<file path="src/design/arith_pkg.sv">
`default_nettype none

package arith_pkg;

    // Datapath is a single word
    localparam int WORD_W = 32;

    // Enough to index every bit of a word
    localparam int BIT_CNT_W = 5;

    typedef logic [WORD_W-1:0] word_t;
    typedef logic [BIT_CNT_W-1:0] bit_cnt_t;

    // n = 251 * 257 = 64507, all arithmetic runs modulo n squared
    localparam word_t MODULUS_N2 = 32'd4161153049;

endpackage

`default_nettype wire

</file>
<file path="src/design/task_pkg.sv">
`default_nettype none

package task_pkg;

    // Ciphertext-domain tasks
    typedef enum logic [0:0] {
        CMD_HOMO_ADD   = 1'b0,
        CMD_SCALAR_MUL = 1'b1
    } task_cmd_t;

    typedef enum logic [1:0] {
        SEQ_IDLE,
        SEQ_RUN,
        SEQ_END
    } seq_state_t;

    // SQUARE and MULT each last one cycle and issue one product
    typedef enum logic [2:0] {
        EXP_IDLE,
        EXP_SQUARE,
        EXP_MULT,
        EXP_WAIT,
        EXP_DONE
    } exp_state_t;

endpackage

`default_nettype wire

</file>
<file path="src/design/mult_if.sv">
`default_nettype none

interface mult_if;
    import arith_pkg::*;

    logic  start;
    word_t x;
    word_t y;
    word_t product;
    logic  done;

    // Requester side
    modport req (output start, x, y, input product, done);

    // Multiplier side
    modport calc (input start, x, y, output product, done);

endinterface

`default_nettype wire

</file>
<file path="src/design/arith_if.sv">
`default_nettype none

interface arith_if;
    import arith_pkg::*;
    import task_pkg::*;

    task_cmd_t op;
    word_t     base;
    word_t     arg;
    logic      start;
    word_t     result;
    logic      done;

    // Task sequencer side
    modport seq (output op, base, arg, start, input result, done);

    // Exponent unit side
    modport exp (input op, base, arg, start, output result, done);

endinterface

`default_nettype wire

</file>
<file path="src/design/mod_mult.sv">
`default_nettype none

module mod_mult (
    input logic  clk,
    input logic  rst_n,
    mult_if.calc mult
);
    import arith_pkg::*;

    word_t             x_q;
    word_t             y_q;
    word_t             acc;
    bit_cnt_t          bit_idx;
    logic              running;
    logic [WORD_W+1:0] sum;
    logic [WORD_W+1:0] red1;
    logic [WORD_W+1:0] red2;

    // Double, add y on a set bit, then bring back below the modulus
    always_comb begin
        sum = {1'b0, acc, 1'b0} + (x_q[WORD_W-1] ? {2'b00, y_q} : '0);
        if (sum >= {2'b00, MODULUS_N2}) begin
            red1 = sum - {2'b00, MODULUS_N2};
        end else begin
            red1 = sum;
        end
        if (red1 >= {2'b00, MODULUS_N2}) begin
            red2 = red1 - {2'b00, MODULUS_N2};
        end else begin
            red2 = red1;
        end
    end

    // One bit of x per cycle, 32 steps after the start edge
    always_ff @(posedge clk or negedge rst_n) begin
        if (!rst_n) begin
            running   <= 1'b0;
            bit_idx   <= '0;
            mult.done <= 1'b0;
        end else begin
            mult.done <= 1'b0;
            if (mult.start) begin
                running <= 1'b1;
                bit_idx <= '1;
            end else if (running) begin
                if (bit_idx == '0) begin
                    running   <= 1'b0;
                    mult.done <= 1'b1;
                end
                bit_idx <= bit_idx - 1'b1;
            end
        end
    end

    always_ff @(posedge clk) begin
        if (mult.start) begin
            x_q <= mult.x;
            y_q <= mult.y;
            acc <= '0;
        end else if (running) begin
            x_q <= x_q << 1;
            acc <= red2[WORD_W-1:0];
            if (bit_idx == '0) begin
                mult.product <= red2[WORD_W-1:0];
            end
        end
    end

    product_in_range: assert property (@(posedge clk) disable iff (!rst_n)
        mult.done |-> (mult.product < MODULUS_N2));

endmodule

`default_nettype wire

</file>
<file path="src/design/mod_exp_unit.sv">
`default_nettype none

module mod_exp_unit (
    input logic  clk,
    input logic  rst_n,
    arith_if.exp arith,
    mult_if.req  mult
);
    import arith_pkg::*;
    import task_pkg::*;

    exp_state_t state;
    task_cmd_t  op_q;
    word_t      base_q;
    word_t      acc;
    word_t      exp_bits;
    bit_cnt_t   bit_idx;
    logic       sq_phase;
    logic       take_mult;

    // A square just finished on a set exponent bit
    assign take_mult = sq_phase && exp_bits[WORD_W-1];

    assign mult.start = (state == EXP_SQUARE) || (state == EXP_MULT);
    assign mult.x = acc;
    assign mult.y = (state == EXP_SQUARE) ? acc : base_q;

    assign arith.result = acc;
    assign arith.done = (state == EXP_DONE);

    always_ff @(posedge clk or negedge rst_n) begin
        if (!rst_n) begin
            state    <= EXP_IDLE;
            sq_phase <= 1'b0;
            bit_idx  <= '0;
        end else begin
            case (state)
                EXP_IDLE: begin
                    if (arith.start) begin
                        bit_idx  <= '1;
                        sq_phase <= 1'b0;
                        if (arith.op == CMD_SCALAR_MUL) begin
                            state <= EXP_SQUARE;
                        end else begin
                            state <= EXP_MULT;
                        end
                    end
                end
                EXP_SQUARE: begin
                    sq_phase <= 1'b1;
                    state    <= EXP_WAIT;
                end
                EXP_MULT: begin
                    sq_phase <= 1'b0;
                    state    <= EXP_WAIT;
                end
                EXP_WAIT: begin
                    if (mult.done) begin
                        if (op_q == CMD_HOMO_ADD) begin
                            state <= EXP_DONE;
                        end else if (take_mult) begin
                            state <= EXP_MULT;
                        end else if (bit_idx == '0) begin
                            state <= EXP_DONE;
                        end else begin
                            bit_idx <= bit_idx - 1'b1;
                            state   <= EXP_SQUARE;
                        end
                    end
                end
                EXP_DONE: state <= EXP_IDLE;
                default:  state <= EXP_IDLE;
            endcase
        end
    end

    // Scalar multiply starts from 1, a plain product from the second operand
    always_ff @(posedge clk) begin
        if (state == EXP_IDLE && arith.start) begin
            op_q     <= arith.op;
            base_q   <= arith.base;
            exp_bits <= arith.arg;
            acc      <= (arith.op == CMD_SCALAR_MUL) ? word_t'(1) : arith.arg;
        end else if (state == EXP_WAIT && mult.done) begin
            acc <= mult.product;
            if (!take_mult) begin
                exp_bits <= exp_bits << 1;
            end
        end
    end

    // A product stays pending for the full multiplier latency
    no_overlapping_product: assert property (@(posedge clk) disable iff (!rst_n)
        mult.start |=> !mult.start [*WORD_W + 1]);

endmodule

`default_nettype wire

</file>
<file path="src/design/task_sequencer.sv">
`default_nettype none

module task_sequencer (
    input  logic                clk,
    input  logic                rst_n,
    input  logic                task_req,
    input  task_pkg::task_cmd_t task_cmd,
    input  arith_pkg::word_t    op_a,
    input  arith_pkg::word_t    op_b,
    output logic                busy,
    output logic                task_end,
    output arith_pkg::word_t    result,
    arith_if.seq                arith
);
    import arith_pkg::*;
    import task_pkg::*;

    seq_state_t state;
    task_cmd_t  cmd_q;
    word_t      a_q;
    word_t      b_q;
    logic       start_q;
    logic       accept;

    // Busy drops together with task_end
    assign busy = (state == SEQ_RUN);
    assign task_end = (state == SEQ_END);
    assign accept = task_req && !busy;

    assign arith.start = start_q;
    assign arith.op = cmd_q;
    assign arith.base = a_q;
    assign arith.arg = b_q;

    always_ff @(posedge clk or negedge rst_n) begin
        if (!rst_n) begin
            state   <= SEQ_IDLE;
            start_q <= 1'b0;
            result  <= '0;
        end else begin
            start_q <= accept;
            case (state)
                // A new request may also land in the end cycle
                SEQ_IDLE, SEQ_END: begin
                    if (accept) begin
                        state <= SEQ_RUN;
                    end else begin
                        state <= SEQ_IDLE;
                    end
                end
                SEQ_RUN: begin
                    if (arith.done) begin
                        result <= arith.result;
                        state  <= SEQ_END;
                    end
                end
                default: state <= SEQ_IDLE;
            endcase
        end
    end

    always_ff @(posedge clk) begin
        if (accept) begin
            cmd_q <= task_cmd;
            a_q   <= op_a;
            b_q   <= op_b;
        end
    end

    // The multiplier expects its y operand below n squared
    operand_in_range: assert property (@(posedge clk) disable iff (!rst_n)
        accept |-> (op_a < MODULUS_N2) && (task_cmd != CMD_HOMO_ADD || op_b < MODULUS_N2));

endmodule

`default_nettype wire

</file>
<file path="src/design/paillier_top.sv">
`default_nettype none

module paillier_top (
    input  logic                clk,
    input  logic                rst_n,
    input  logic                task_req,
    input  task_pkg::task_cmd_t task_cmd,
    input  arith_pkg::word_t    op_a,
    input  arith_pkg::word_t    op_b,
    output logic                busy,
    output logic                task_end,
    output arith_pkg::word_t    result
);

    arith_if arith_bus ();
    mult_if  mult_bus ();

    task_sequencer i_task_sequencer (
        .clk      (clk),
        .rst_n    (rst_n),
        .task_req (task_req),
        .task_cmd (task_cmd),
        .op_a     (op_a),
        .op_b     (op_b),
        .busy     (busy),
        .task_end (task_end),
        .result   (result),
        .arith    (arith_bus.seq)
    );

    // Plain product or square-and-multiply
    mod_exp_unit i_mod_exp_unit (
        .clk   (clk),
        .rst_n (rst_n),
        .arith (arith_bus.exp),
        .mult  (mult_bus.req)
    );

    // Shared serial multiplier
    mod_mult i_mod_mult (
        .clk   (clk),
        .rst_n (rst_n),
        .mult  (mult_bus.calc)
    );

endmodule

`default_nettype wire

</file>
<file path="config.mk">
export PLATFORM = sky130hd
export DESIGN_NAME = paillier_top
export DESIGN_NICKNAME = d
export VERILOG_FILES = /design/src/design/arith_pkg.sv /design/src/design/task_pkg.sv /design/src/design/mult_if.sv /design/src/design/arith_if.sv /design/src/design/mod_mult.sv /design/src/design/mod_exp_unit.sv /design/src/design/task_sequencer.sv /design/src/design/paillier_top.sv
export SDC_FILE = /design/constraint.sdc
export NUM_CORES = 1
export LEC_CHECK = 0
export ABC_AREA = 1
export ABC_CLOCK_PERIOD_IN_PS = 6650
export BUFFER_PORTS_ARGS = -buffer_cell sky130_fd_sc_hd__buf_2
export CAP_MARGIN = 10
export CORE_ASPECT_RATIO = 0.5
export CORE_MARGIN = 3
export CORE_UTILIZATION = 50
export CTS_BUF_LIST = sky130_fd_sc_hd__clkbuf_4 sky130_fd_sc_hd__clkbuf_8
export CTS_CLUSTER_SIZE = 14
export DETAILED_ROUTE_END_ITERATION = 10
export GPL_TIMING_DRIVEN = 0
export HOLD_SLACK_MARGIN = 0.12
export PLACE_DENSITY = 0.78
export SLEW_MARGIN = 20
export SYNTH_ARGS = -nofsm -noshare
export SYNTH_HDL_FRONTEND = slang
export SYNTH_HIERARCHICAL = 1
export SYNTH_SLANG_ARGS = --single-unit
</file>
<file path="constraint.sdc">
create_clock -name clk -period 6.65 [get_ports clk]
set_input_delay 0.9975 -clock clk [delete_from_list [all_inputs] [get_ports clk]]
set_output_delay 0.9975 -clock clk [all_outputs]
set_load 0.02 [all_outputs]
</file>
==> flow_summary.ini <==
[status]
status = finished, final reports clean

[detailed_routing]
ant_nets = 0
drc = 0
routed_wl_mm = 57.3
drt_iter0_markers = 1866
routed_via_density = 5.36
post_drt_wl_per_cell_um = 18.5
vias = 16598
dr.pass1.iters = 5

[synth]
yosys-top-cells-area = edfxtp_1 (40%), nand2_1 (19%), dfrtp_1 (6.6%)
synth_top_area_cell = edfxtp_1
seq_area_frac_synth_pct = 49.7
synth_cell_types = 44
ys_seq_elements = 341
synthCells = 2375
synthFlopType = edfxtp_1
syn_area_per_cell_um2 = 8.18
syn-num-nets = 2482
synth.top_cells.by_count = nand2_1 (972), edfxtp_1 (258), inv_1 (242), nor2_1 (136), nand3_1 (126)
yosys.area.top_type_share_pct = 39.9
synth_edf_count = 258
async_reset_ff_share_pct = 15.0
syn-cell-area_um2 = 19400
yosysMostFrequentCell = nand2_1
yosysWarnings = 6

[clock_network]
cts_buffer_depth = 3
cts_made_buffers = 50
hold_buffers = 0
postCtsSetupRepairBufs = 0
htree_levels = 2
cts-root-buf = clkbuf_8
tritoncts = done
cts_resized = 0
clk_pin_slew_ns = 0.07
insertion_delay_ns = 0.58
cts.sinks = 341

[timing]
tightestPinTransition_ns = 0.990
timing.fmax_mhz = 164
min_period_over_period_pct = 91.8
rsz0062_at_grt = false
fin_setup_tns_ns = 0
report.final.slew_viol_count = 0
skew_ns = 0.0331
layout_setup_ws_ns = 0.546
max_slew_margin_pct = 33.8
final.min_clock_period_ns = 6.10
setup_violations = 0
finalHoldViolations = 0

[critical_path]
cp_num_buf_inv = 8
crit_type = reg -> reg
slowest_delay_ns = 0.60
r2r_slack_ns = 0.55
cp_top_family = simple AND/OR/NAND/NOR gates
reg2reg_to = i_mod_mult/mult.product[31]
start_kind = flop
endpoint_kind = flop
cp.required_ns = 6.96
reg2reg_from = i_mod_mult/x_q[31]
rr_worst_depth = 37
critical_path.most_common_cell = nand2_1
cp.arrival_ns = 6.42
crit_path_top_delay_cell = edfxtp_1
path_max_fanout = 10

[layout]
drive_above_1_share_pct = 16.9
finish.instance_area_um2 = 21800
fin_nets = 2645
fillCellCount = 3321
synthToLayoutAreaGrowth_pct = 12.4
diodes = 0

[floorplanning]
io_pins = 102
initial_core_util_pct = 51.3
core_area_um2 = 37800
die_h_um = 145
die-area_um2 = 41400
rows = 50
fp.dieW_um = 285

[grt]
antenna_found_initial = 3
grt_pass1_vias = 15479
grt_overflow = 0
grt_max_degree = 52
grt_pass1_wl_mm = 87.9
grt_use_total_pct = 27.2

[worst_hold_path]
holdPathEnd = i_mod_exp_unit/base_q[29]
holdCritStartpoint = i_task_sequencer/arith.base[29]
holdPathStages = 0
holdCritPathClass = reg -> reg

[placement]
io_buffer_count = 101
finalWeightedCongestion = 0.984
place_area_um2 = 20800
dpl.hpwl_mm = 44.6
place_ws_ns = 0.516

[job]
drv_cap = 0
-- per-stage QoR --
step | hold WS, ns | utilization [%] | cells
6_report | 0.414 | 57.7 | 3099
5_1_grt | 0.427 | 57.7 | 3099
4_1_cts | 0.417 | 57.7 | 3099
3_5_place_dp | 0.405 | 54.9 | 3006
3_3_place_gp | 0.402 | 54.4 | 2996
2_1_floorplan | 0.400 | - | 2375
-- final cells by class --
type	instances	area [um^2]	area share (%)
clock inverters	31	254	1.16
plain buffers	99	691	3.16
multi-input cells	1670	8100	37.1
clock buffers	62	791	3.62
repair buffers	111	692	3.17
flip-flops and latches	341	9660	44.3
well taps	520	651	2.98
inverters	265	995	4.55
-- cell usage in the layout (no fill, tap or decap), types with 38 or more instances in the layout --
cell | Yosys | final
nor2_1 | 136 | 135
a21oi_1 | 40 | 40
edfxtp_1 | 258 | 258
nand3_1 | 126 | 126
ha_1 | 38 | 38
nand4_1 | 85 | 85
inv_1 | 242 | 240
o21ai_0 | 57 | 57
clkbuf_8 | 0 | 52
nand2_1 | 972 | 971
dfrtp_1 | 51 | 51
buf_2 | 17 | 117
buf_4 | 47 | 51
-- cells by family after synthesis --
logic type	after synthesis	synth area share, %
fa+ha+maj	39	2.55
flops	341	49.7
mux	32	1.85
simple gates	1435	31.7
xor+xnor	33	1.49
compound gates	131	3.98
buf+inv	364	8.67
-- registers in the layout, indices dropped and copies added (netlist names), 2 cells and up --
name	cells
i_task_sequencer/arith.base	32
i_task_sequencer/state	2
i_mod_exp_unit/arith.result	32
i_mod_exp_unit/bit_idx	5
i_task_sequencer/arith.arg	32
i_mod_exp_unit/state	3
i_mod_mult/y_q	32
i_task_sequencer/result	32
i_mod_mult/bit_idx	5
i_mod_mult/x_q	32
i_mod_mult/mult.product	32
i_mod_exp_unit/base_q	32
i_mod_mult/acc	32
i_mod_exp_unit/exp_bits	32
-- worst register-to-register path: cells and delay by family, from the launching register on --
kind | cells | cell delay (ns)
AND/OR/NAND/NOR | 26 | 3.06
flip-flops | 1 | 0.60
adder cells (fa/ha/maj) | 3 | 0.89
buffers and inverters | 8 | 1.29
-- layer usage --
| metal | vias up | part of all wire, % | global-route usage, % |
|---|---|---|---|
| li1 | 7980 | - | - |
| met1 | 7865 | 45 | 40.7 |
| met2 | 681 | 44 | 42.2 |
| met3 | 70 | 9.1 | 4.07 |
| met4 | 2 | 1.7 | 5.95 |
| met5 | - | 0.016 | 0 |
-- worst max path at each step --
stage	start	to	slack, ns	cells past startpoint
5_1_grt	i_mod_mult/x_q[31]	i_mod_mult/mult.product[1]	0.12	35
4_1_cts	i_mod_mult/x_q[31]	i_mod_mult/mult.product[31]	0.49	37
6_report	i_mod_mult/x_q[31]	i_mod_mult/mult.product[31]	0.55	37
3_3_place_gp	i_mod_mult/x_q[31]	i_mod_mult/mult.product[28]	0.59	37
3_5_place_dp	i_mod_mult/x_q[31]	i_mod_mult/mult.product[29]	0.52	37
2_1_floorplan	i_mod_mult/x_q[31]	i_mod_mult/mult.product[29]	2.01	37
Power is left out: the tool's default activity adds up to more than one toggle a clock period on the data nets, which glitch-free logic cannot reach.
